$ cat config.mk
export PLATFORM = sky130hd
export DESIGN_NAME = adc_capture
export DESIGN_NICKNAME = d
export VERILOG_FILES = /design/src/rtl/aline_pkg.sv /design/src/rtl/adc_capture.sv
export SDC_FILE = /design/constraint.sdc
export NUM_CORES = 1
export LEC_CHECK = 0
export ABC_AREA = 1
export BUFFER_PORTS_ARGS = -buffer_cell sky130_fd_sc_hd__buf_2
export CORE_MARGIN = 2
export CORE_UTILIZATION = 36
export DETAILED_ROUTE_END_ITERATION = 8
export GPL_TIMING_DRIVEN = 1
export PLACE_DENSITY = 0.79
export RECOVER_POWER = 50
export SETUP_SLACK_MARGIN = 0.4
export SYNTH_ARGS = -nofsm -noshare
export SYNTH_HDL_FRONTEND = slang
export SYNTH_SLANG_ARGS = --single-unit
export TNS_END_PERCENT = 5
$ cat constraint.sdc
create_clock -name clk_system -period 1.06 [get_ports clk_system]
set_clock_uncertainty 0.05 [all_clocks]
set_input_delay 0.106 -clock clk_system [delete_from_list [all_inputs] [get_ports clk_system]]
set_output_delay 0.106 -clock clk_system [all_outputs]
set_load 0.01 [all_outputs]
$ cat src/rtl/aline_pkg.sv
package aline_pkg;

	// ====================
	// widths and sizes
	localparam int adc_width   = 14;      // adc and dac word
	localparam int nsamples    = 1170;    // samples per a-line
	localparam int pos_width   = 11;      // sample position
	localparam int phase_width = 32;      // nco accumulator
	localparam int lut_bits    = 8;       // quarter-wave table address
	localparam int sine_amp    = 8191;    // peak magnitude
	localparam logic [adc_width-1:0] sine_mid = 14'h2000;  // offset binary zero

	// ====================
	// register map, byte addresses
	localparam logic [15:0] reg_status    = 16'h0000;  // busy, line_done, position
	localparam logic [15:0] reg_phase_inc = 16'h0004;
	localparam logic [15:0] reg_sine      = 16'h0008;  // read only
	localparam logic [15:0] buf_base      = 16'h1000;  // line buffer window

	typedef enum logic [1:0] {
		resp_okay   = 2'b00,
		resp_slverr = 2'b10
	} axi_resp_t;

	// ====================
	// bus structs
	typedef struct packed {
		logic [15:0] awaddr;
		logic        awvalid;
		logic [31:0] wdata;
		logic [3:0]  wstrb;
		logic        wvalid;
		logic        bready;
		logic [15:0] araddr;
		logic        arvalid;
		logic        rready;
	} axil_req_t;

	typedef struct packed {
		logic        awready;
		logic        wready;
		axi_resp_t   bresp;
		logic        bvalid;
		logic        arready;
		logic [31:0] rdata;
		axi_resp_t   rresp;
		logic        rvalid;
	} axil_rsp_t;

	typedef struct packed {
		logic                 en;
		logic [pos_width-1:0] addr;
		logic [adc_width-1:0] data;
	} buf_wr_t;

	typedef struct packed {
		logic                 busy;
		logic                 line_done;   // sticky until w1c
		logic [pos_width-1:0] position;
	} acq_status_t;

endpackage
$ cat src/rtl/adc_capture.sv
`timescale 1ns/100ps
module adc_capture (
	input  logic                              clk_system,
	input  logic                              global_reset_n,
	input  logic                              sweep_trigger,
	input  logic [aline_pkg::adc_width-1:0]   adc_data,
	input  aline_pkg::acq_status_t            status,
	output aline_pkg::buf_wr_t                wr,
	output logic [aline_pkg::adc_width-1:0]   dac_adc
);
	import aline_pkg::*;

	logic [adc_width-1:0] adc_q;     // registered adc word
	logic [pos_width-1:0] pos_q;     // position sampled with it
	logic                 wr_pend;
	logic                 at_end;    // last cycle already sat at final position
	logic                 at_hold;

	// repeated final position, nothing new to store
	assign at_hold = (status.position == pos_width'(nsamples - 1)) && at_end;

	always_ff @(posedge clk_system) begin
		adc_q <= adc_data;
		pos_q <= status.position;
	end

	always_ff @(posedge clk_system) begin
		if (!global_reset_n) begin
			wr_pend <= 1'b0;
			at_end  <= 1'b0;
		end else begin
			wr_pend <= sweep_trigger && !at_hold;
			at_end  <= sweep_trigger && (status.position == pos_width'(nsamples - 1));
		end
	end

	// write one edge after capture
	assign wr.en   = wr_pend;
	assign wr.addr = pos_q;
	assign wr.data = (pos_q == '0) ? '0 : adc_q;   // zero marks line start
	assign dac_adc = adc_q;                         // mirror to dac b

endmodule

Word-level counts from Yosys, hierarchy flattened --
Index checks and enable logic that the tools add are counted.
Operators by class: equal/unequal tests 1, muxes and demuxes 1, reductions and logical operators 5
Operator list (count):
- $mux 14 | 1
- $eq 11x11->1 const B | 1
- $logic_not 11->1 | 1
- $logic_and 1x1->1 | 3
- $logic_not 1->1 | 1
Storage, ports and cells: register bits 27, bits of input ports 30, output and inout bits 40, logic and storage cells 11

Longest topological paths before layout --
word-level depth 4, mapped depth 7, depth with buffers taken out 7

Least setup slack after synthesis --
OpenSTA, ideal clock, no wires.
path type register to output, start reg pos_q[9], end out wr[0] (netlist name), arrival time 0.911 ns, required time 0.904 ns, setup slack -0.007 ns, stages on the path, launching flop included 5, buffers on the path 1, cells stage by stage dfxtp_1 -> nor2_1 -> nor3b_4 -> buf_6 -> a21boi_2
RTL lines:
- from (decl) | RTL line adc_capture.sv:14 | logic [pos_width-1:0] pos_q;
- from (signal assigned) | RTL line adc_capture.sv:24 | pos_q <= status.position;
- to (decl) | RTL line adc_capture.sv:8 | output aline_pkg::buf_wr_t wr,

==> impl_metrics.toml <==
[synthesis]
yosys_warnings = 0
synth_top_area_share_pct = 65.4
synth-seq-cells = 27
synth_area_leader_cell = "dfxtp_1"
syn_nets = 99
yosys-top-cells-area = "dfxtp_1 (65%), a21boi_2 (14%), nor2_1 (4.1%), a21boi_0 (3.6%), nand2_1 (3.6%)"
ys_types = 12
netlist_area_um2 = 827
ys_seq_area_share_pct = 65.4
syn_inst = 69
avgSynthCellArea_um2 = 12.0

[drt]
drtIter0Drc = 4
wire_per_inst_um = 13.0
drc_errors = 0
drt_wl_total_mm = 2.57
vias = 848
post_drt_via_cell_ratio = 4.28
postRouteAntennaNets = 0
drt-pass1-iter-count = 4

[critical_path]
arrival_ns = 1.38
start_kind = "flop"
critPathMaxFanout = 7
critical_path_class = "flop to primary output"
worstRegToRegCells = 3
rrSetupSlack_ns = 0.40
cp-end-kind = "primary output"
worstReg2RegEnd = "wr_pend$_SDFF_PN0_"
r2r_start = "at_end$_SDFF_PN0_"
crit_required_ns = 0.90

[grt]
grt_pass1_wl_mm = 3.70
grt_usage_pct = 18.9
grt_pass1_vias = 859
gr-total-overflow = 0
antenna_found_initial = 0
grt_max_degree = 15

[power_and_ir_drop]
vdd.ir_drop.worst_v = 0.00104
p_per_area_nw_per_um2 = 1090
leakage_nw = 0.811

[cells_and_area]
final_nets = 201
synthToLayoutAreaGrowth_pct = 111
drive_above_1_share_pct = 70.6
antenna_cells = 0
layout_common_cells = "buf_2 (43), buf_6 (26), dfxtp_2 (23), dlygate4sd3_1 (23), a21boi_2 (12)"
finish.utilization_pct = 79.6
layout_commonest_cell = "buf_2"

[sta]
fmax_mhz = 650
fin_crit_ns = 1.54
grt_setup_unrepaired = "yes"
min_period_over_period_pct = 145
final.setup.tns_ns = -6.39
holdWs_ns = -0.0287
setup_viol = 14
slew_headroom_pct = 85.3
slew_viol_final = 0
worst_pin_slew_ns = 0.220
fin_ws_ns = -0.478
hold_violations = 3

[status]
outcome = "finished with violations"
violations = "negative hold slack, negative setup slack"

[worst_hold_path]
hold_path.class = "input port to flop"
hold_end = "at_end$_SDFF_PN0_"
min_from = "sweep_trigger"
hold_depth = 3

[die]
fp.coreArea_um2 = 2190
die_x_um = 51.9
die_h_um = 51.9
initial_core_util_pct = 37.7
dieArea_um2 = 2700
pin_count = 70
core.rowCount = 17

[clock_network]
insertion_delay_ns = 0.30
root_buffer = "clkbuf_4"
cts_sinks = 27
clk_path_buf_depth = 2
postCtsHoldBufs = 25
cts_tree = "built"
numCtsBuffers = 3
cts_max_level = 1
cts.clk_slew.worst_paths_ns = 0.13

[placement]
pre_cts_ws_ns = -0.139
finalWeightedCongestion = 0.662
dp_hpwl_mm = 1.46
io_buffer_count = 67

[run]
maxCapViolCount = 0
-- Yosys cell counts (all sizes together) --
library cell / n
nor3: 1
inv: 4
a21boi: 14
nand3: 1
buf: 3
dfxtp: 27
nor3b: 1
nor2: 10
nand2: 8
-- power breakdown --
group	switching, mW	internal, mW	leakage, nW
clock	0.270	0.147	0.0150
sequential	0.0380	1.07	0.229
combinational	0.135	0.242	0.567
-- cells by family after synthesis --
group           synth area share (%)
flops                           65.4
buf+inv                         5.45
compound gates                  17.2
simple gates                    12.0
-- state kept, by name, indices dropped and copies added (netlist names) --
register and flops:
dac_adc 14, pos_q 11, at_end 1, wr_pend 1
-- layout make-up --
type,instances,area [µm²]
clock buffer,4,26.3
fill,138,448
inverter,4,15.0
multi-input combinational,35,277
sequential,27,577
tap,28,35.0
timing repair buffer,100,813
-- layer usage --
metal / up-vias / GRT usage (%) / wire (µm)
li1: 425 / - / -
met1: 370 / 17.1 / 850
met2: 49 / 38.0 / 1440
met3: 4 / 6.03 / 252
met4: 0 / 6.58 / 27
met5: - / 0 / 0
-- how the worst max path moves through the flow --
stage                     slack, ns  cells past startpoint  endpoint             start
after detailed placement      -0.14                      5     wr[2]  pos_q[9]$_DFF_P_
after floorplan              -0.007                      4     wr[0]  pos_q[9]$_DFF_P_
after global placement        -0.13                      5    wr[11]  pos_q[9]$_DFF_P_
after global routing          -0.56                      6     wr[7]  pos_q[5]$_DFF_P_
after CTS                     -0.48                      6     wr[5]  pos_q[0]$_DFF_P_
final                         -0.48                      6     wr[7]  pos_q[5]$_DFF_P_
-- repair_timing --
item | CTS | global route
gates cloned | 0 | 1
pin swaps | 0 | 7
setup buffers | 0 | 2
endpoints found under the hold margin | 26 | 3
resized for setup | 40 | 29
endpoints found under the setup margin | 40 | 42
-- worst max-delay path, stage by stage, from the launching register on --
cell,delay [ns]
dfxtp_2,0.36
nor2_2,0.11
nand2_2,0.07
nor2_4,0.16
clkbuf_16,0.18
a21boi_2,0.05
buf_2,0.14
-- stage by stage --
| stage | hold slack (ns) | instances | power, mW | cell area, µm² |
|---|---|---|---|---|
| after global placement | 0.159 | 166 | 1.34 | 1220 |
| after detailed placement | 0.160 | 166 | 1.35 | 1220 |
| after floorplan | 0.0837 | 69 | 1.21 | 827 |
| final | -0.0287 | 198 | 1.91 | 1740 |
| after global routing | -0.0424 | 198 | 2.01 | 1740 |
| after CTS | -0.0356 | 195 | 1.89 | 1640 |
Note: power is estimated with default switching activity, not from simulation.
