`config.mk`:
```
export PLATFORM = sky130hd
export DESIGN_NAME = sine_nco
export DESIGN_NICKNAME = d
export VERILOG_FILES = /design/src/rtl/aline_pkg.sv /design/src/rtl/sine_nco.sv
export SDC_FILE = /design/constraint.sdc
export NUM_CORES = 1
export LEC_CHECK = 0
export ABC_AREA = 1
export BUFFER_PORTS_ARGS = -buffer_cell sky130_fd_sc_hd__buf_4
export CAP_MARGIN = 20
export CORE_MARGIN = 8
export CORE_UTILIZATION = 30
export CTS_BUF_LIST = sky130_fd_sc_hd__clkbuf_4
export DETAILED_ROUTE_END_ITERATION = 12
export GPL_ROUTABILITY_DRIVEN = 0
export HOLD_SLACK_MARGIN = 0.1
export PLACE_DENSITY = 0.52
export SLEW_MARGIN = 25
export SYNTH_ARGS = -nofsm -noshare
export SYNTH_HDL_FRONTEND = slang
export SYNTH_SLANG_ARGS = --single-unit
```
`constraint.sdc`:
```
create_clock -name clk_system -period 3.7 [get_ports clk_system]
set_input_delay 0.555 -clock clk_system [delete_from_list [all_inputs] [get_ports clk_system]]
set_output_delay 0.555 -clock clk_system [all_outputs]
set_load 0.05 [all_outputs]
```
`src/rtl/aline_pkg.sv`:
```
package aline_pkg;

	// ====================
	// widths and sizes
	localparam int adc_width   = 14;      // adc and dac word
	localparam int nsamples    = 1170;    // samples per a-line
	localparam int pos_width   = 11;      // sample position
	localparam int phase_width = 32;      // nco accumulator
	localparam int lut_bits    = 8;       // quarter-wave table address
	localparam int sine_amp    = 8191;    // peak magnitude
	localparam logic [adc_width-1:0] sine_mid = 14'h2000;  // offset binary zero

	// ====================
	// register map, byte addresses
	localparam logic [15:0] reg_status    = 16'h0000;  // busy, line_done, position
	localparam logic [15:0] reg_phase_inc = 16'h0004;
	localparam logic [15:0] reg_sine      = 16'h0008;  // read only
	localparam logic [15:0] buf_base      = 16'h1000;  // line buffer window

	typedef enum logic [1:0] {
		resp_okay   = 2'b00,
		resp_slverr = 2'b10
	} axi_resp_t;

	// ====================
	// bus structs
	typedef struct packed {
		logic [15:0] awaddr;
		logic        awvalid;
		logic [31:0] wdata;
		logic [3:0]  wstrb;
		logic        wvalid;
		logic        bready;
		logic [15:0] araddr;
		logic        arvalid;
		logic        rready;
	} axil_req_t;

	typedef struct packed {
		logic        awready;
		logic        wready;
		axi_resp_t   bresp;
		logic        bvalid;
		logic        arready;
		logic [31:0] rdata;
		axi_resp_t   rresp;
		logic        rvalid;
	} axil_rsp_t;

	typedef struct packed {
		logic                 en;
		logic [pos_width-1:0] addr;
		logic [adc_width-1:0] data;
	} buf_wr_t;

	typedef struct packed {
		logic                 busy;
		logic                 line_done;   // sticky until w1c
		logic [pos_width-1:0] position;
	} acq_status_t;

endpackage
```
`src/rtl/sine_nco.sv`:
```
`timescale 1ns/100ps
module sine_nco (
	input  logic                                clk_system,
	input  logic                                global_reset_n,
	input  logic [aline_pkg::phase_width-1:0]   phase_inc,
	output logic [aline_pkg::adc_width-1:0]     sine
);
	import aline_pkg::*;

	// quarter wave, entries 0 .. 2**lut_bits inclusive
	function automatic logic [((2**lut_bits)+1)*adc_width-1:0] build_lut();
		logic [((2**lut_bits)+1)*adc_width-1:0] t;
		real step;
		real s;
		step = 1.5707963267948966 / real'(2**lut_bits);   // pi/2 per quarter
		t = '0;                                            // entry 0 exact zero
		for (int i = 1; i < 2**lut_bits; i++) begin
			s = $sin(i * step) * sine_amp;
			t[i*adc_width +: adc_width] = adc_width'($rtoi(s + 0.5));
		end
		t[(2**lut_bits)*adc_width +: adc_width] = adc_width'(sine_amp);  // peak exact
		return t;
	endfunction

	logic [((2**lut_bits)+1)*adc_width-1:0] sine_lut;
	logic [phase_width-1:0] phase;
	logic [1:0]             quadrant;
	logic [lut_bits-1:0]    idx;
	logic [lut_bits:0]      lut_addr;    // one extra bit for the peak entry
	logic [adc_width-1:0]   mag;

	assign sine_lut = build_lut();

	// ====================
	// phase to magnitude
	assign quadrant = phase[phase_width-1 -: 2];
	assign idx      = phase[phase_width-3 -: lut_bits];
	assign lut_addr = quadrant[0] ? ((lut_bits+1)'(2**lut_bits) - {1'b0, idx})  // mirrored
	                              : {1'b0, idx};
	assign mag      = sine_lut[lut_addr*adc_width +: adc_width];

	always_ff @(posedge clk_system) begin
		if (!global_reset_n) begin
			phase <= '0;
		end else begin
			phase <= phase + phase_inc;
		end
	end

	// offset binary, negative half below midscale
	// same result as flipping the msb of a two's complement sine
	always_ff @(posedge clk_system) begin
		sine <= quadrant[1] ? (sine_mid - mag) : (sine_mid + mag);
	end

endmodule

```
After elaboration in Yosys (flattened, before gate mapping)
Index checks and enable logic that the tools add are counted.
- register bits after elaboration: 46
- input port bits: 34
- output and inout bits: 14
- word-level logic and storage cells: 10
- add/subtract/negate cells: 4
- $mul: 1
- shift operators: 1
- muxes and demuxes: 2
- operator list (cell ; number):
    $shiftx 3598x14->14 const A ; 1
    $add 32x32->32 ; 1
    $add 14x14->14 const A ; 1
    $mux 14 ; 1
    $sub 14x14->14 const A ; 1
    $mul 9x3->12 const B ; 1
    $mux 9 ; 1
    $sub 9x8->9 const A ; 1

Logic depth before layout (Yosys ltp)
- word-level depth: 6
- gate-level depth with buffers: 31
- gate-level depth less buffers: 30

Least setup slack after synthesis
No wires, ideal clock.
- kind: reg-to-reg
- start point: reg phase[22]
- end point: reg sine[6] in the netlist's numbering
- library setup time: 0.114 ns
- data arrival time: 3.203 ns
- required time: 3.586 ns
- slack: 0.383 ns
- stages on the path, launching flop included: 29
- buffers on the path: 2
- period minus slack after synthesis: 3.317 ns
- cells stage by stage: dfxtp_1 > buf_4 > inv_4 > ha_1 > inv_1 > nand2_1 > nand2_2 > nand2_2 > buf_2 > fa_1 > inv_1 > a21oi_1 > nor2_1 > o21ai_0 > nand2_1 > nand2_1 > nand2_1 > nand2_1 > nand3_2 > nand2_1 > inv_1 > ha_1 > nand2_1 > inv_1 > nand2_1 > nand2_1 > nand2_1 > xnor2_1 > inv_1
- longest elaborated chain between the ends: 6
- elaborated cells on any way between the ends: 7
- classes of those cells: add/sub: 3; mul: 1; shift: 1; mux: 2
- ends and longest elaborated chain (item ; RTL line ; text):
    start: declaration ; sine_nco.sv:26 ; logic [phase_width-1:0] phase;
    start signal: assignment ; sine_nco.sv:46 ; phase <= phase + phase_inc;
    $sub 9x8->9 ; sine_nco.sv:38 ; assign lut_addr = quadrant[0] ? ((lut_bits+1)'(2**lut_bits) - {1'b0, idx})
    $mux 9 (*) ; sine_nco.sv:38 ;
    $mul 9x3->12 (*) ; sine_nco.sv:40 ; assign mag = sine_lut[lut_addr*adc_width +: adc_width];
    $shiftx 3598x14->14 (*) ; sine_nco.sv:40 ;
    via mag[0] ; sine_nco.sv:30 ; logic [adc_width-1:0] mag;
    $add 14x14->14 or $sub 14x14->14 (tied branches) ; sine_nco.sv:53 ; sine <= quadrant[1] ? (sine_mid - mag) : (sine_mid + mag);
    $mux 14 (*) ; sine_nco.sv:53 ;
    end signal: assignment ; sine_nco.sv:53 ;
    end: declaration ; sine_nco.sv:6 ; output logic [aline_pkg::adc_width-1:0] sine
Mark *: on every way through the listed nets, which the timed path passes. The rest lies on a longest branch.
A chain may end at the register's enable or synchronous reset.

Worst setup path after layout
- start point: reg phase[23]
- end point: reg sine[10] in the netlist's numbering
- longest elaborated chain between the ends: 6
- elaborated cells on any way between the ends: 7
- classes of those cells: add/sub: 3; mul: 1; shift: 1; mux: 2
- ends and longest elaborated chain (item ; RTL line):
    $sub 9x8->9 ; sine_nco.sv:38
    $mux 9 (*) ; sine_nco.sv:38
    $mul 9x3->12 (*) ; sine_nco.sv:40
    $shiftx 3598x14->14 (*) ; sine_nco.sv:40
    $add 14x14->14 or $sub 14x14->14 (tied branches) ; sine_nco.sv:53
    $mux 14 (*) ; sine_nco.sv:53
Every way passes the cells marked *; elsewhere a longest branch is shown, timed or not.

==> metrics.cfg <==
[placed_design]
detailedPlacementHpwl_um=19310
port-buffer-count=47

[critical_path]
cp_max_fo=9
worst_path_max_delay_cell=dfxtp_2
arrival_ns=3.72
worstSetupPathType=register to register
start_kind=register
cp-end-kind=register
max_stage_delay_ns=0.38
worst-endpoint-required_ns=4.01

[grt]
groute.usage.overall_pct=18.42
first_global_vias=7677
grt_max_degree=47
globalRouteOverflowTotal=0
grt_antenna_before_repair=0
grt_first_pass_wirelength_um=40430

[finish]
post_route_cells_drive_above_1_share_pct=10.22
finalCoreUtilization_pct=33.77
final_net_count=1314
n_antenna_cell=0
area_delta_synth_final_pct=10.91

[sta]
fin_crit_ns=3.402
clock_skew_ns=0.01269
timing.final.setup_violations=0
worst_pin_slew_ns=0.7161
finalSetupTns_ns=0
final.period_utilization_pct=91.94
hold_viol_final=0
max_fclk_mhz=294.0
rsz0062_at_grt=no
normalized_max_slew_margin_pct=52.21
finalMaxSlewViolations=0

[synthesis]
synth_top_cells_by_area=nand2_1 24%, nand3_1 17%, dfxtp_1 14%
synth.yosys.seq_area_share_pct=13.94
synth_top_area_share_pct=23.82
post_synth_edffs=0
postSynthNetCount=1279
synth.largest_area_cell=nand2_1
synthesis.yosys.warnings=0
synth_seq_cells=46
postSynthCellCount=1197
asr_flop_ratio_synth_pct=0
synth_area_um2=6604
synth_area_per_cell_um2=5.517
netlist-cell-type-count=44
ys.flop_type=dfxtp_1

[floorplanning]
horiz_die_dim_um=164.4
num_ports=48
die_outline_area_um2=27020
die_span_in_y_um=164.4
placeable_core_region_um2=21690
core_rows=54
initial_core_util_pct=30.45

[cts]
cts_num_sinks=46
clk-insertion-delay-late_ns=0.39
clk_pin_slew_ns=0.16
ctsRootBufferMaster=clkbuf_4
tritoncts_buffer_count=5
clock_tree_from_tritoncts=done
post-cts-setup-buffer-count=0
clock_tree.htree_level_count=2
clock_tree.buffer_depth=2

[detailed_routing]
drt_first_iter_violations=983
postRouteWirelength_um=25390
post_detailed_route_via_to_cell_ratio=5.462
detailroute.via_count=8264
drtAntennaViolNets=0
dr.pass1.iters=5
post_drt_wl_per_cell_um=16.78
drc_errors_left=0

[hold_path]
worstHoldPathType=input pin to register

[outcome]
status=finished, final reports clean

[flow_run]
cap_violations=0

==> critical path, delay by kind of cell, from the launching register on <==
family        cells  cell delay [ns]
fa+ha+maj         2             0.52
buf+inv           7             0.65
flops             1             0.38
simple gates     16             1.78
==> layout make-up <==
type / instances / area, um2
flip-flops and latches: 46 / 923.4
clock inverters: 3 / 23.77
inverters: 110 / 415.4
repair buffers: 81 / 633.1
fillers: 2457 / 14360
clock buffers: 5 / 37.54
multi-input cells: 988 / 4941
well taps: 280 / 350.3
==> metal layers <==
layer / vias up / part of all wire, % / global-route usage (%) / wire length [um]
met5: - / 0 / 0 / 0
met4: 0 / 4.3 / 8.430 / 1098
met3: 77 / 9.1 / 3.484 / 2322
met2: 449 / 44 / 29.05 / 11100
met1: 3693 / 43 / 23.86 / 10860
li1: 4045 / - / - / -
==> cells by family after synthesis <==
| kind of cell | count (synthesis) | share of synthesized area (%) |
|---|---|---|
| AO/OA/AOI/OAI | 180 | 14.99 |
| buffers and inverters | 163 | 11.31 |
| AND/OR/NAND/NOR | 754 | 49.64 |
| adder cells (fa/ha/maj) | 48 | 9.322 |
| XOR/XNOR | 6 | 0.7959 |
| flip-flops | 46 | 13.94 |
==> layout by cell type, fill, tap and decap left out, types with 4 or more instances in the layout <==
cell      instances
clkbuf_4          5
nor4_1            4
dfxtp_1          44
nand3b_1          5
o211ai_1          7
a221oi_1          4
o21ai_1          13
buf_4            79
nand3_2           8
nand2_2           9
o21a_1            9
nand2_1         419
nand3_1         219
inv_1            98
nand4_1          11
a21oi_1          86
o21ai_0          47
inv_2            10
nor2_1           63
ha_1             46
nor3_1            8
==> Yosys cell counts, types with 3 or more instances <==
cell and count:
a21oi_1 86, a221oi_1 4, buf_1 4, buf_2 22, buf_4 8, buf_6 10
clkbuf_1 9, dfxtp_1 46, ha_1 46, inv_1 99, inv_2 9, nand2_1 419
nand2_2 9, nand3_1 219, nand3_2 8, nand3b_1 5, nand4_1 11, nor2_1 65
nor3_1 8, nor4_1 4, o211ai_1 7, o21a_1 9, o21ai_0 47, o21ai_1 13
o31ai_1 3, xnor2_1 3, xor2_1 3
==> metrics by stage <==
| stage | area (um2) | instances | worst slack (ns) | hold slack [ns] |
|---|---|---|---|---|
| 2_1_floorplan | 6604 | 1197 | 0.3825 | 0.5008 |
| 3_3_place_gp | 7256 | 1505 | 0.3192 | 0.5083 |
| 3_5_place_dp | 7256 | 1505 | 0.3003 | 0.5125 |
| 4_1_cts | 7317 | 1513 | 0.2966 | 0.4364 |
| 5_1_grt | 7325 | 1513 | 0.01916 | 0.4473 |
| 6_report | 7325 | 1513 | 0.2982 | 0.4613 |
==> registers in the layout (all words and copies together) (netlist names) <==
signal / count
sine: 14
phase: 32
==> timing repair <==
item                                    4_1_cts  5_1_grt
gates resized for setup                       0        5
hold buffers                                  0        0
endpoints found under the setup margin        0        6
==> final timing paths <==
check                    start  endpoint  slack [ns]  cells past startpoint
setup / recovery     phase[23]  sine[10]        0.30                     25
hold / removal    phase_inc[0]  phase[0]        0.46                      4
setup reg to reg     phase[23]  sine[10]        0.30                     25
hold reg to reg       phase[0]  phase[0]        0.55                      3
Power is not shown: default switching activity piles up to over one toggle a cycle in this logic, so the estimate is an artifact.
