===== src/rtl/aline_pkg.sv =====
package aline_pkg;

	// ====================
	// widths and sizes
	localparam int adc_width   = 14;      // adc and dac word
	localparam int nsamples    = 1170;    // samples per a-line
	localparam int pos_width   = 11;      // sample position
	localparam int phase_width = 32;      // nco accumulator
	localparam int lut_bits    = 8;       // quarter-wave table address
	localparam int sine_amp    = 8191;    // peak magnitude
	localparam logic [adc_width-1:0] sine_mid = 14'h2000;  // offset binary zero

	// ====================
	// register map, byte addresses
	localparam logic [15:0] reg_status    = 16'h0000;  // busy, line_done, position
	localparam logic [15:0] reg_phase_inc = 16'h0004;
	localparam logic [15:0] reg_sine      = 16'h0008;  // read only
	localparam logic [15:0] buf_base      = 16'h1000;  // line buffer window

	typedef enum logic [1:0] {
		resp_okay   = 2'b00,
		resp_slverr = 2'b10
	} axi_resp_t;

	// ====================
	// bus structs
	typedef struct packed {
		logic [15:0] awaddr;
		logic        awvalid;
		logic [31:0] wdata;
		logic [3:0]  wstrb;
		logic        wvalid;
		logic        bready;
		logic [15:0] araddr;
		logic        arvalid;
		logic        rready;
	} axil_req_t;

	typedef struct packed {
		logic        awready;
		logic        wready;
		axi_resp_t   bresp;
		logic        bvalid;
		logic        arready;
		logic [31:0] rdata;
		axi_resp_t   rresp;
		logic        rvalid;
	} axil_rsp_t;

	typedef struct packed {
		logic                 en;
		logic [pos_width-1:0] addr;
		logic [adc_width-1:0] data;
	} buf_wr_t;

	typedef struct packed {
		logic                 busy;
		logic                 line_done;   // sticky until w1c
		logic [pos_width-1:0] position;
	} acq_status_t;

endpackage

===== src/rtl/sample_addressing.sv =====
`timescale 1ns/100ps
module sample_addressing (
	input  logic                   clk_system,
	input  logic                   global_reset_n,
	input  logic                   sweep_trigger,   // high during laser sweep
	input  logic                   clear_done,      // w1c pulse from axi
	output aline_pkg::acq_status_t status
);
	import aline_pkg::*;

	logic [pos_width-1:0] position;
	logic                 line_done;
	logic                 at_last;
	logic                 to_last;
	logic                 line_start;

	assign at_last    = (position == pos_width'(nsamples - 1));
	assign to_last    = sweep_trigger && (position == pos_width'(nsamples - 2));
	assign line_start = sweep_trigger && (position == '0);  // first trigger-high cycle

	// saturating counter, cleared while trigger low
	always_ff @(posedge clk_system) begin
		if (!global_reset_n) begin
			position <= '0;
		end else if (!sweep_trigger) begin
			position <= '0;
		end else if (!at_last) begin
			position <= position + 1'b1;
		end
	end

	// sticky done flag
	always_ff @(posedge clk_system) begin
		if (!global_reset_n) begin
			line_done <= 1'b0;
		end else if (to_last) begin
			line_done <= 1'b1;   // set wins over a same-cycle clear
		end else if (clear_done || line_start) begin
			line_done <= 1'b0;
		end
	end

	assign status.position  = position;
	assign status.busy      = (position != '0) && !at_last;
	assign status.line_done = line_done;

endmodule


===== config.mk =====
export PLATFORM = sky130hd
export DESIGN_NAME = sample_addressing
export DESIGN_NICKNAME = d
export VERILOG_FILES = /design/src/rtl/aline_pkg.sv /design/src/rtl/sample_addressing.sv
export SDC_FILE = /design/constraint.sdc
export NUM_CORES = 1
export LEC_CHECK = 0
export BUFFER_PORTS_ARGS = -buffer_cell sky130_fd_sc_hd__buf_2
export CAP_MARGIN = 0
export CELL_PAD_IN_SITES_DETAIL_PLACEMENT = 2
export CELL_PAD_IN_SITES_GLOBAL_PLACEMENT = 2
export CORE_MARGIN = 2
export CORE_UTILIZATION = 28
export DETAILED_ROUTE_END_ITERATION = 8
export PLACE_DENSITY_LB_ADDON = 0.25
export SLEW_MARGIN = 20
export SYNTH_ARGS = -nofsm -noshare
export SYNTH_HDL_FRONTEND = slang
export SYNTH_SLANG_ARGS = --single-unit

===== constraint.sdc =====
create_clock -name clk_system -period 1.7 [get_ports clk_system]
set_input_delay 0.255 -clock clk_system [delete_from_list [all_inputs] [get_ports clk_system]]
set_output_delay 0.255 -clock clk_system [all_outputs]
set_load 0.03 [all_outputs]

======== Word-level counts from Yosys, hierarchy flattened ========
Cells that the tools add are included.
storage, ports and cells
  register bits after elaboration ......... 12
  bits in latches ......................... 0
  bits in writable memories ............... 0
  memory bits (read-only) ................. 0
  input bits .............................. 4
  memories kept ........................... 0
operators by class
  add/subtract/negate cells ............... 1
  $mul .................................... 0
  div/mod/pow operators ................... 0
  $lt $le $gt $ge ......................... 0
  eq/ne operators ......................... 2
  shifts and indexed selects .............. 0
  mux-type cells .......................... 2
  bitwise logic cells ..................... 0
  reduce and logical (&&, ||, !) cells .... 9
operators by type and width
  operator                                                         number
  11-bit == test, second input constant                            2
  11-bit by 1-bit adder with 11-bit output, second input constant  1
  11-bit zero test                                                 1
  11-bit nonzero test                                              1
  1-bit logical AND                                                3
  1-bit 2-to-1 mux                                                 2
  2-bit AND reduction                                              1
  2-bit nonzero test                                               1
  1-bit zero test                                                  1
  1-bit logical OR                                                 1

======== Logic depth before layout (Yosys ltp) ========
  depth after elaboration ................. 5
  gate-level depth with buffers ........... 5

======== Worst setup path after synthesis ========
No wires, ideal clock.
  path kind ............................... register to output
  start ................................... register position[1]
  end ..................................... output port status[12] (netlist bit)
  arrival time ............................ 1.618 ns
  required time ........................... 1.445 ns
  path slack .............................. -0.173 ns
  cell stages (with the launch flop) ...... 5
  cell sequence ........................... dfxtp_1 -> inv_1 -> ha_1 -> and4_1 -> o211ai_1
RTL lines
  item                      RTL line                 text
  start: declaration        sample_addressing.sv:11  logic [pos_width-1:0] position;
  start signal: assignment  sample_addressing.sv:28  position <= position + 1'b1;
  end: declaration          sample_addressing.sv:7   output aline_pkg::acq_status_t status

==> impl_metrics.xml <==
<?xml version="1.0" encoding="UTF-8"?>
<metrics>
  <group name="grt">
    <metric name="antenna_found_initial" unit="">0</metric>
    <metric name="grt_start_max_net_pins" unit="">11</metric>
    <metric name="groute.usage.overall" unit="%">15.1</metric>
    <metric name="grt_pass1_wl" unit="mm">3.04</metric>
    <metric name="grt_pass1_vias" unit="">661</metric>
    <metric name="global_route.overflow_total" unit="">0</metric>
  </group>
  <group name="cells_and_area">
    <metric name="areaGrowthSynthToFinish" unit="%">36.8</metric>
    <metric name="final_nets" unit="">108</metric>
    <metric name="layout-drive-gt1-share" unit="%">37.0</metric>
    <metric name="antenna_cells" unit="">0</metric>
  </group>
  <group name="timing">
    <metric name="worst-slew-pin-transition" unit="ns">0.359</metric>
    <metric name="fin_setup_tns" unit="ns">0</metric>
    <metric name="clock_skew" unit="ns">0.000980</metric>
    <metric name="number_of_slew_limit_violations_in_the_final_report" unit="">0</metric>
    <metric name="fin_crit" unit="ns">1.64</metric>
    <metric name="fin_crit_sh" unit="%">96.5</metric>
    <metric name="finalHoldViolations" unit="">0</metric>
    <metric name="fin_worst_hold_slack" unit="ns">0.275</metric>
    <metric name="timing.fmax" unit="MHz">610</metric>
    <metric name="setup_viol_count_final" unit="">0</metric>
    <metric name="slew_headroom" unit="%">76.0</metric>
  </group>
  <group name="synth">
    <metric name="synth-seq-area-share" unit="%">37.1</metric>
    <metric name="synth.cell_area" unit="um2">647</metric>
    <metric name="synth-edff-count" unit="">0</metric>
    <metric name="post_synth_inst_count" unit="">76</metric>
    <metric name="synth_seq_cells" unit="">12</metric>
    <metric name="postSynthAreaPerCell" unit="um2">8.51</metric>
    <metric name="synth.net_count" unit="">83</metric>
    <metric name="ys.warnings.count" unit="">0</metric>
    <metric name="async_sr_flop_fraction" unit="%">0</metric>
    <metric name="post_synth_num_cell_types" unit="">31</metric>
    <metric name="synth_flop_cell" unit="">dfxtp_1</metric>
  </group>
  <group name="critical_path">
    <metric name="reg2reg_slack" unit="ns">0.15</metric>
    <metric name="critical_path.startpoint_type" unit="">flip-flop</metric>
    <metric name="crit_slowest_cell" unit="">dfxtp_4</metric>
    <metric name="critical_path_peak_fanout" unit="">3</metric>
    <metric name="critPathCaptureType" unit="">primary output</metric>
    <metric name="crit_path_max_incr_delay" unit="ns">0.37</metric>
    <metric name="worst-setup-path-type" unit="">reg2out</metric>
    <metric name="critical_path_arrival" unit="ns">1.39</metric>
    <metric name="crit_required" unit="ns">1.44</metric>
    <metric name="path_cells" unit="">inv_2, ha_2, nor4b_4, o211ai_1, buf_4</metric>
  </group>
  <group name="detailed_routing">
    <metric name="via_count" unit="">699</metric>
    <metric name="antenna_violating_nets_post_route" unit="">0</metric>
    <metric name="avgViaCountPerCell" unit="">5.46</metric>
    <metric name="drt_first_iter_violations" unit="">3</metric>
    <metric name="dr.pass1.iters" unit="">2</metric>
    <metric name="routed_wire_length_per_instance" unit="um">15.1</metric>
    <metric name="postRouteWirelength" unit="mm">1.93</metric>
    <metric name="drc" unit="">0</metric>
  </group>
  <group name="placement">
    <metric name="dpl.hpwl" unit="mm">1.41</metric>
    <metric name="finalWeightedCongestion" unit="">0.751</metric>
    <metric name="place.port_buffers" unit="">16</metric>
  </group>
  <group name="job">
    <metric name="max_cap_violations" unit="">0</metric>
  </group>
  <group name="min_path">
    <metric name="worst_hold_path_type" unit="">in2reg</metric>
  </group>
  <group name="floorplanning">
    <metric name="floorplan.initialDensity" unit="%">29.5</metric>
    <metric name="row_count" unit="">17</metric>
    <metric name="coreArea" unit="mm2">0.00219</metric>
    <metric name="dieWidth" unit="um">52.1</metric>
    <metric name="die-height" unit="um">52.1</metric>
    <metric name="design.die.area" unit="mm2">0.00271</metric>
    <metric name="design.portCount" unit="">17</metric>
  </group>
  <group name="power_and_ir_drop">
    <metric name="switching_power" unit="uW">140</metric>
    <metric name="p_int" unit="uW">436</metric>
    <metric name="irDropWorstVdd" unit="V">0.000265</metric>
    <metric name="power_density" unit="mW/mm2">651</metric>
    <metric name="p_total" unit="uW">576</metric>
    <metric name="cellLeakagePower" unit="nW">0.357</metric>
    <metric name="combinational_power_share" unit="%">9.5</metric>
    <metric name="power_frac_clock" unit="%">41.1</metric>
    <metric name="power.switching_fraction" unit="%">24.4</metric>
    <metric name="power.share.sequential" unit="%">49.4</metric>
  </group>
  <group name="clocking">
    <metric name="h-tree-depth" unit="">1</metric>
    <metric name="post_cts_hold_buffer_count" unit="">0</metric>
    <metric name="numCtsBuffers" unit="">3</metric>
    <metric name="clkTransAtPathRegs" unit="ns">0.09</metric>
    <metric name="cts_root_buffer" unit="">clkbuf_4</metric>
    <metric name="clk-insertion-delay-late" unit="ns">0.27</metric>
    <metric name="cts_sink_cnt" unit="">12</metric>
    <metric name="cts.path.max_buffers" unit="">2</metric>
    <metric name="tritoncts" unit="">done</metric>
  </group>
  <group name="status">
    <metric name="run_status" unit="">complete, no violations</metric>
  </group>
</metrics>
power by group through the flow:
stage | sequential (mW) | clock (mW) | combinational (mW)
6_report | 0.285 | 0.237 | 0.0549
5_1_grt | 0.285 | 0.258 | 0.0611
4_1_cts | 0.283 | 0.241 | 0.0488
3_5_place_dp | 0.293 | 0 | 0.0407
3_3_place_gp | 0.293 | 0 | 0.0405
2_1_floorplan | 0.297 | 0 | 0.0213
sequential cells by signal, indices dropped and copies added (netlist names):
name / cells
position: 11
line_done: 1
path summary, 6_finish.rpt:
path	startpoint	end	cells past startpoint
max	position[0]$_SDFFE_PN0P_	status[12]	5
min	global_reset_n	line_done$_SDFFE_PN0P_	2
max reg2reg	position[5]$_SDFFE_PN0P_	position[2]$_SDFFE_PN0P_	3
min reg2reg	line_done$_SDFFE_PN0P_	line_done$_SDFFE_PN0P_	1
layer usage:
layer / share of wire [%] / GRT usage (%) / routed length [um]
met1: 45 / 19.2 / 875
met2: 50 / 24.9 / 965
met3: 3.6 / 3.45 / 69
met4: 0.88 / 5.26 / 17
met5: 0 / 0 / 0
placed cells by master (no fill, tap or decap), types with 2 or more instances in the layout:
cell / count
buf_2: 15
dfxtp_1: 10
a21oi_1: 8
buf_4: 7
nand4_1: 6
nand3_1: 5
or3_1: 4
nor2_1: 3
o31ai_1: 3
inv_1: 3
o21ai_0: 3
clkbuf_4: 3
nand2_1: 2
nor4_1: 2
or4_1: 2
dfxtp_4: 2
stage by stage:
stage	worst slack [ns]	utilization, %	area, um2	cells
floorplan	0.00995	-	652	76
global route	-0.0272	40.4	885	128
global placement	0.181	35.1	769	120
finish	0.0599	40.4	885	128
detailed placement	0.166	35.1	769	120
CTS	0.00168	38.2	837	126
cells in the mapped netlist (all sizes together) (2+ instances only):
master,count,area (um2)
a21oi,8,40.0
buf,2,12.5
dfxtp,12,240
ha,3,37.5
inv,5,18.8
nand2,2,7.51
nand3,5,25.0
nand4,6,37.5
nor2,3,11.3
nor4,3,25.0
o21ai,4,20.0
o31ai,3,22.5
or3,4,25.0
or4,3,26.3
cells by family (layout without fill, tap and decap cells):
kind of cell | count (synthesis) | in the layout | share of synthesized area [%]
simple gates | 31 | 31 | 29.8
buf+inv | 8 | 32 | 5.42
compound gates | 20 | 20 | 19.1
flops | 12 | 12 | 37.1
xor+xnor | 2 | 2 | 2.71
fa+ha+maj | 3 | 3 | 5.80
timing repair:
item | CTS | global route
resized for setup | 5 | 7
endpoints found under the setup margin | 1 | 1
pin swaps | 0 | 1
buffers inserted | 2 | 2
critical path, delay by kind of cell (launching register included):
family,cells,cell delay [ns]
flip-flops,1,0.37
adder cells (fa/ha/maj),1,0.17
buffers and inverters,2,0.25
AO/OA/AOI/OAI,1,0.11
AND/OR/NAND/NOR,1,0.21
area by class of cell:
cell class	instances	area, um2
Tap cell	28	35.0
Fill cell	253	1310
Multi-Input combinational cell	56	413
Inverter	6	25.0
Sequential cell	12	248
Timing Repair Buffer	22	128
Clock buffer	4	36.3
(Power assumes the default switching activity.)
