==> src/rtl/aline_pkg.sv <==
package aline_pkg;

	// ====================
	// widths and sizes
	localparam int adc_width   = 14;      // adc and dac word
	localparam int nsamples    = 1170;    // samples per a-line
	localparam int pos_width   = 11;      // sample position
	localparam int phase_width = 32;      // nco accumulator
	localparam int lut_bits    = 8;       // quarter-wave table address
	localparam int sine_amp    = 8191;    // peak magnitude
	localparam logic [adc_width-1:0] sine_mid = 14'h2000;  // offset binary zero

	// ====================
	// register map, byte addresses
	localparam logic [15:0] reg_status    = 16'h0000;  // busy, line_done, position
	localparam logic [15:0] reg_phase_inc = 16'h0004;
	localparam logic [15:0] reg_sine      = 16'h0008;  // read only
	localparam logic [15:0] buf_base      = 16'h1000;  // line buffer window

	typedef enum logic [1:0] {
		resp_okay   = 2'b00,
		resp_slverr = 2'b10
	} axi_resp_t;

	// ====================
	// bus structs
	typedef struct packed {
		logic [15:0] awaddr;
		logic        awvalid;
		logic [31:0] wdata;
		logic [3:0]  wstrb;
		logic        wvalid;
		logic        bready;
		logic [15:0] araddr;
		logic        arvalid;
		logic        rready;
	} axil_req_t;

	typedef struct packed {
		logic        awready;
		logic        wready;
		axi_resp_t   bresp;
		logic        bvalid;
		logic        arready;
		logic [31:0] rdata;
		axi_resp_t   rresp;
		logic        rvalid;
	} axil_rsp_t;

	typedef struct packed {
		logic                 en;
		logic [pos_width-1:0] addr;
		logic [adc_width-1:0] data;
	} buf_wr_t;

	typedef struct packed {
		logic                 busy;
		logic                 line_done;   // sticky until w1c
		logic [pos_width-1:0] position;
	} acq_status_t;

endpackage
==> src/rtl/axil_readout.sv <==
`timescale 1ns/100ps
module axil_readout (
	input  logic                                clk_system,
	input  logic                                global_reset_n,
	input  aline_pkg::axil_req_t                axil_req,
	output aline_pkg::axil_rsp_t                axil_rsp,
	input  aline_pkg::acq_status_t              status,
	input  logic [aline_pkg::adc_width-1:0]     sine,
	output logic [aline_pkg::phase_width-1:0]   phase_inc,
	output logic                                clear_done,
	output logic [aline_pkg::pos_width-1:0]     buf_addr,
	input  logic [aline_pkg::adc_width-1:0]     buf_data
);
	import aline_pkg::*;

	typedef enum logic {wr_idle, wr_resp} wr_state_t;
	typedef enum logic [1:0] {rd_idle, rd_wait_ram, rd_resp} rd_state_t;

	wr_state_t   wr_state;
	rd_state_t   rd_state;
	axi_resp_t   bresp;
	axi_resp_t   rresp;
	logic [31:0] rdata;
	logic        wr_fire;
	logic        rd_fire;
	logic [15:0] rd_off;      // offset into buffer window
	logic        rd_buf_hit;
	logic        reg_hit;
	logic [31:0] reg_rdata;

	// both aw and w needed, one write in flight
	assign wr_fire = (wr_state == wr_idle) && axil_req.awvalid && axil_req.wvalid;
	assign rd_fire = (rd_state == rd_idle) && axil_req.arvalid;

	assign rd_off     = axil_req.araddr - buf_base;
	assign rd_buf_hit = (axil_req.araddr >= buf_base) && (rd_off[15:2] < nsamples);
	assign buf_addr   = rd_off[pos_width+1:2];   // ram sees it on the accept edge

	assign clear_done = wr_fire && (axil_req.awaddr == reg_status)
	                    && axil_req.wstrb[0] && axil_req.wdata[1];

	// ====================
	// register read decode
	always_comb begin
		reg_hit   = 1'b1;
		reg_rdata = '0;
		case (axil_req.araddr)
			reg_status: begin
				reg_rdata[0]               = status.busy;
				reg_rdata[1]               = status.line_done;
				reg_rdata[16 +: pos_width] = status.position;
			end
			reg_phase_inc: reg_rdata = phase_inc;
			reg_sine:      reg_rdata[adc_width-1:0] = sine;
			default:       reg_hit = 1'b0;   // rdata stays 0
		endcase
	end

	// ====================
	// write channel
	always_ff @(posedge clk_system) begin
		if (!global_reset_n) begin
			wr_state  <= wr_idle;
			bresp     <= resp_okay;
			phase_inc <= '0;
		end else begin
			case (wr_state)
				wr_idle: if (wr_fire) begin
					wr_state <= wr_resp;
					case (axil_req.awaddr)
						reg_status: bresp <= resp_okay;   // only the w1c bit acts
						reg_phase_inc: begin
							bresp <= resp_okay;
							for (int b = 0; b < 4; b++) begin
								if (axil_req.wstrb[b]) begin
									phase_inc[8*b +: 8] <= axil_req.wdata[8*b +: 8];
								end
							end
						end
						default: bresp <= resp_slverr;   // sine, buffer, unmapped
					endcase
				end
				wr_resp: if (axil_req.bready) begin
					wr_state <= wr_idle;
				end
				default: wr_state <= wr_idle;
			endcase
		end
	end

	// ====================
	// read channel, buffer takes an extra edge
	always_ff @(posedge clk_system) begin
		if (!global_reset_n) begin
			rd_state <= rd_idle;
		end else begin
			case (rd_state)
				rd_idle: if (rd_fire) begin
					rd_state <= rd_buf_hit ? rd_wait_ram : rd_resp;
				end
				rd_wait_ram: rd_state <= rd_resp;
				rd_resp: if (axil_req.rready) begin
					rd_state <= rd_idle;
				end
				default: rd_state <= rd_idle;
			endcase
		end
	end

	always_ff @(posedge clk_system) begin
		if (rd_fire) begin
			rdata <= reg_rdata;
			rresp <= (reg_hit || rd_buf_hit) ? resp_okay : resp_slverr;
		end else if (rd_state == rd_wait_ram) begin
			rdata <= {{(32-adc_width){1'b0}}, buf_data};   // ram output now valid
		end
	end

	assign axil_rsp.awready = wr_fire;
	assign axil_rsp.wready  = wr_fire;
	assign axil_rsp.bresp   = bresp;
	assign axil_rsp.bvalid  = (wr_state == wr_resp);
	assign axil_rsp.arready = rd_fire;
	assign axil_rsp.rdata   = rdata;
	assign axil_rsp.rresp   = rresp;
	assign axil_rsp.rvalid  = (rd_state == rd_resp);

endmodule

==> config.mk <==
export PLATFORM = sky130hd
export DESIGN_NAME = axil_readout
export DESIGN_NICKNAME = d
export VERILOG_FILES = /design/src/rtl/aline_pkg.sv /design/src/rtl/axil_readout.sv
export SDC_FILE = /design/constraint.sdc
export NUM_CORES = 1
export LEC_CHECK = 0
export BUFFER_PORTS_ARGS = -buffer_cell sky130_fd_sc_hd__buf_4
export CAP_MARGIN = 20
export CORE_UTILIZATION = 30
export CTS_BUF_LIST = sky130_fd_sc_hd__clkbuf_4 sky130_fd_sc_hd__clkbuf_8 sky130_fd_sc_hd__clkbuf_16
export CTS_CLUSTER_SIZE = 30
export DETAILED_ROUTE_END_ITERATION = 8
export GPL_TIMING_DRIVEN = 1
export PLACE_DENSITY_LB_ADDON = 0.12
export SYNTH_ARGS = -nofsm -noshare
export SYNTH_HDL_FRONTEND = slang
export SYNTH_SLANG_ARGS = --single-unit
==> constraint.sdc <==
create_clock -name clk_system -period 2.5 [get_ports clk_system]
set_input_delay 0.5 -clock clk_system [delete_from_list [all_inputs] [get_ports clk_system]]
set_output_delay 0.5 -clock clk_system [all_outputs]
set_load 0.01 [all_outputs]
==> Word-level counts from Yosys, hierarchy flattened <==
Cells that the tools add are included.
W data, S select, Z words.
{ "word_totals": {"word_cells": 57, "reg_bits": 71, "inputBits": 116} }
{ "op_classes": {"muxes": 17, "addsub": 1, "n_reduce_logical": 20, "eq_ne": 7, "bitwise_logic": 1, "magnitude_cmp": 2} }
{ "ops": {"columns": ["op", "n"], "rows": [
  ["$mux W32", 2],
  ["$eq A16 B3 Y1 const B", 2],
  ["$logic_not A16 Y1", 2],
  ["$pmux W12 S2", 1],
  ["$pmux W11 S2", 1],
  ["$eq A16 B4 Y1 const B", 1],
  ["$ge A16 B13 Y1 const B", 1],
  ["$reduce_and A4 Y1", 4],
  ["$sub A16 B13 Y16 const B", 1],
  ["$lt A14 B11 Y1 const B", 1],
  ["$mux W2", 6],
  ["$pmux W2 S3", 2],
  ["$logic_and A1 B1 Y1", 7],
  ["$mux W5", 1],
  ["$ne A2 B2 Y1 const B", 2],
  ["$reduce_and A2 Y1", 2],
  ["$mux W1", 3],
  ["$reduce_or A3 Y1", 1],
  ["$eq A2 B1 Y1 const B", 1],
  ["$eq A2 B2 Y1 const B", 1],
  ["$logic_not A2 Y1", 1],
  ["$pmux W1 S2", 1],
  ["$reduce_bool A2 Y1", 1],
  ["$reduce_or A2 Y1", 1],
  ["2 further kinds", 2]
]} }

==> Longest topological paths before layout <==
{ "logic_depth": {"word_depth": 6, "ltp_mapped": 8, "ltp_nobuf": 7} }

==> Worst setup path after synthesis <==
OpenSTA, ideal clock, no wires.
{ "synth_timing": {"path_type": "input -> register", "start": "input port axil_req[1] (netlist name)", "end": "register rdata[0], enable pin", "arrival_time_ps": 1895, "n_path_buf": 0, "path_slack_ps": 183, "stages": 2, "setup_time_ps": 422, "path_cell_list": "nor2_1 -> nor2_1"} }
{ "synth_between": {"elab_chain_cells": 2} }
{ "synth_rtl": {"columns": ["element", "line", "text"], "rows": [
  ["start, declared", "axil_readout.sv:5", "input aline_pkg::axil_req_t axil_req,"],
  ["$logic_and A1 B1 Y1", "axil_readout.sv:33", "assign rd_fire = (rd_state == rd_idle) && axil_req.arvalid;"],
  ["$reduce_bool A2 Y1 (no source line)", null, null],
  ["end signal, assigned", "axil_readout.sv:112", "rdata <= reg_rdata;"],
  ["end signal, assigned", "axil_readout.sv:115", "rdata <= {{(32-adc_width){1'b0}}, buf_data};"],
  ["end, declared", "axil_readout.sv:23", "logic [31:0] rdata;"]
]} }
No other way between the ends.
A chain may end at the register's enable or synchronous reset.

==> Worst setup path after layout <==
{ "layout_timing": {"start": "input port axil_req[66] (netlist name)", "end": "output port clear_done"} }
{ "layout_between": {"elab_chain_cells": 4} }
{ "layout_rtl": {"columns": ["element", "line", "text"], "rows": [
  ["$logic_not A16 Y1", "axil_readout.sv:39", "assign clear_done = wr_fire && (axil_req.awaddr == reg_status)"],
  ["$logic_and A1 B1 Y1", "axil_readout.sv:39", null],
  ["$logic_and A1 B1 Y1 (2 in a row)", "axil_readout.sv:40", "&& axil_req.wstrb[0] && axil_req.wdata[1];"],
  ["end, declared", "axil_readout.sv:10", "output logic clear_done,"]
]} }
No other way between the ends.

==> results.md <==
- Effective utilization at floorplan: 30.70%
- Critical path fanouts, max: 2
- CP Class: in2out
- Share of flip-flops with an asynchronous set or reset: 0%
- Minimum setup slack among reg-to-reg paths: 0.80 ns
- Clock tree from TritonCTS: built
- Biggest area contributors in the synthesized netlist: sky130_fd_sc_hd__edfxtp_1 (30%), sky130_fd_sc_hd__dfxtp_1 (22%), sky130_fd_sc_hd__mux2i_1 (9.7%)
- Mean post-synth cell area: 11.88 µm²
- TritonCTS Buffers: 9
- Outcome: complete, no violations
- Total of buffers placed on input and output ports: 198
- Clock-pin slew reported for the worst setup and hold paths after clock tree synthesis: 0.08 ns
- Post-Route Skew: 0.01345 ns
- Ratio of final minimum period to clock period: 84.50%
- Area of the die: 0.01147 mm²
- Grt met2 use: 30.41%
- Share of cells above drive strength 1: 49.58%
- Post_cts resized: 0
- Worst min-delay path endpoint: phase_inc[8]$_SDFFE_PN0P_
- Number of storage elements in the synthesis netlist: 69
- Primary flip-flop cell chosen by synthesis mapping: sky130_fd_sc_hd__dfxtp_1
- CTS Buffer Depth: 2
- Worst Setup End Kind: output port
- Pin count of the biggest net entering global routing: 38
- Stage delay of the slowest cell on the critical path: 0.37 ns
- Routed len/inst: 15.62 µm
- Residual antenna-violating net count after detailed routing: 0
- HPWL after detailed placement: 7.307 mm
- Cell-by-cell trace of the critical path: buf_4 > nor4_2 > nand3_1 > nor4_1 > buf_4
- Leakage component of the power: 2.431 nW
- Post-route non-filler standard cell count: 612
- Number of library cell types mapped by synthesis: 38
- Unrepaired setup endpoints after global routing: no
- Leftover overflow at the end of global routing: 0
- Number of design rule violations left after detail routing: 0
- GR Layer Usage met3: 4.498%
- Max-Slew Margin vs Limit: 62.92%
- Fillers: 1012
- Number of pins exceeding their max-slew limit in the final report: 0
- Layout area overhead: 53.81%
- Number of nets in the finished design: 586
- EDFF count, synth: 33
- Required arrival time at the worst endpoint: 2.00 ns
- Cells after Synth: 279
- I/O pin count: 201
- Highest attainable clock frequency: 0.4734 GHz
- Netlist area before placement: 0.003313 mm²
- Most used cell, CP: sky130_fd_sc_hd__buf_4
- R2R Path End: rdata[13]$_DFFE_PP_
- Kind of path behind the tightest hold check: in2reg
- Core outline area: 0.01079 mm²
- Fin. Hold Viols: 0
- Highest-delay cell along the critical path: sky130_fd_sc_hd__nor4_2
- Cell depth of the worst flop-to-flop path: 6
- Total negative slack: 0 ns
- Clock root buffer: sky130_fd_sc_hd__clkbuf_8
- Hold path start: axil_req[32]
- Gr busiest metal: met2
- Internal power component: 0.002134 W
- Number of global-route vias before repair: 2792
- Routed vias/inst: 4.590
- Number of setup violations in the final report: 0
- GR Util met1: 18.30%
- Total number of clock tree sinks: 69
- H-Tree Depth: 3
- Worst voltage drop across the vdd grid: 0.2481 mV
- Clock power frac: 40.5%
- Most frequent cells after synthesis: sky130_fd_sc_hd__dfxtp_1 (36), sky130_fd_sc_hd__nor2b_1 (36), sky130_fd_sc_hd__edfxtp_1 (33)
- Share of total power in sequential cells: 45.5%
- Number of gates on the worst path with buffers counted: 5
- Depth of the worst hold-timing path: 3
- Count of vias placed by the detailed router: 2809
- Net Sw Frac: 22.19%
- Critical path's top delay family: simple AND/OR/NAND/NOR gates
- Register area share after synthesis: 51.66%
- Antenna violations before repair: 0
- Reported net switching power: 0.0006086 W
- Total routed wirelength: 9.560 mm
- Buffer count from post-CTS setup fixing: 0
- Kind of launch point of the worst setup path: input port
- Post-layout instance area: 0.005096 mm²
- Later-pin clock latency in the skew report: 0.35 ns
- Arr. time, crit path: 1.61 ns
- Number of maximum-capacitance constraint violations: 0
- Placer Congestion: 0.7923
- Warnings from Yosys: 0
- Final critical-path required period: 2.112 ns
- Tot Pwr: 0.002742 W
- Overall routing resource usage: 16.78%
- Horizontal extent of the die: 107.1 µm
- First-pass GRT wire length: 14.38 mm
- Worst Path Buf+Inv: 2
- Initial DRC count: 80
- Transition time at the pin with the least slew margin: 0.5548 ns
- Antenna diode count: 0
- Power per Cell Area: 538.1 mW/mm²
- Post-synth top area share: 29.91%
- Router iterations before antenna repair: 4
- Startpoint of the lowest-slack register-to-register path: rd_state[1]$_SDFFE_PN0P_
- Post-placement cell count: 596
- Post-cts hold buffer count: 0
- Post-synthesis cell type with the largest combined area: sky130_fd_sc_hd__edfxtp_1
- Instance area at placement: 0.004847 mm²
- Site row count: 38
- Die Height: 107.1 µm
- Logic pwr share: 14.1%
cell families (layout without fill, tap and decap cells):
kind of cell / Yosys count / in the layout / share of synthesized area [%]
compound gates: 41 / 41 / 10.01
other cells: 1 / 2 / 0.1132
simple gates: 100 / 100 / 20.81
fa+ha+maj: 3 / 3 / 1.133
mux: 32 / 32 / 9.668
flops: 69 / 69 / 51.66
buf+inv: 33 / 225 / 6.608
layout by cell type, fill, tap and decap left out, drive strengths merged, types with 5 or more instances in the layout:
cell type / count
nor2: 10
o21ai: 5
a22o: 11
nand2: 7
nor2b: 36
nand4: 6
buf: 205
nor4: 8
clkbuf: 10
and2: 19
edfxtp: 33
a221o: 12
mux2i: 32
dfxtp: 36
power by group through the flow:
stage / registers [W] / clock network [W] / logic, W
2_1_floorplan: 0.00129 / 0 / 0.000119
3_3_place_gp: 0.00127 / 0 / 0.000386
3_5_place_dp: 0.00127 / 0 / 0.000390
4_1_cts: 0.00125 / 0.00113 / 0.000391
5_1_grt: 0.00125 / 0.00119 / 0.000417
6_report: 0.00125 / 0.00111 / 0.000385
final cells by class:
type                       count  area (µm²)  share of cell area (%)
sequential                    69        1712                   33.59
timing repair buffer         205        1551                   30.44
multi-input combinational    178        1400                   27.47
tap                          140       175.2                   3.437
clock buffer                  10       131.4                   2.578
clock inverter                 6       111.4                   2.185
inverter                       4       15.01                  0.2946
how the worst max path moves through the flow:
| stage | from | endpoint | slack [ns] |
|---|---|---|---|
| 3_3_place_gp | axil_req[66] | clear_done | 0.21 |
| 5_1_grt | axil_req[66] | clear_done | 0.21 |
| 6_report | axil_req[66] | clear_done | 0.39 |
| 4_1_cts | axil_req[66] | clear_done | 0.22 |
| 3_5_place_dp | axil_req[14] | rdata[4]$_DFFE_PP_ | 0.20 |
| 2_1_floorplan | axil_req[1] | rdata[0]$_DFFE_PP_ | 0.18 |
metal layers:
layer	part of all wire (%)	wire length, µm
met5	0	0
met4	1.3	127
met3	6.9	657
met2	53	5063
met1	39	3712
per-stage QoR:
step / hold slack [ns] / setup slack, ns / util (%)
6_report: 0.4008 / 0.3876 / 47.22
5_1_grt: 0.3891 / 0.2075 / 47.22
4_1_cts: 0.3793 / 0.2214 / 47.16
3_5_place_dp: 0.4878 / 0.2006 / 44.91
3_3_place_gp: 0.4830 / 0.2111 / 44.91
2_1_floorplan: 0.4641 / 0.1833 / -
worst min-delay path: stages:
cell and delay [ns]:
sky130_fd_sc_hd__buf_4 0.08, sky130_fd_sc_hd__mux2i_1 0.05, sky130_fd_sc_hd__nor2b_1 0.09
sequential cells by signal, indices dropped and copies added, names as in the netlist:
register and flops:
bresp 1, rresp 1, rdata 32, phase_inc 32, rd_state 2, wr_state 1
Power figures use the tool's default switching activity.
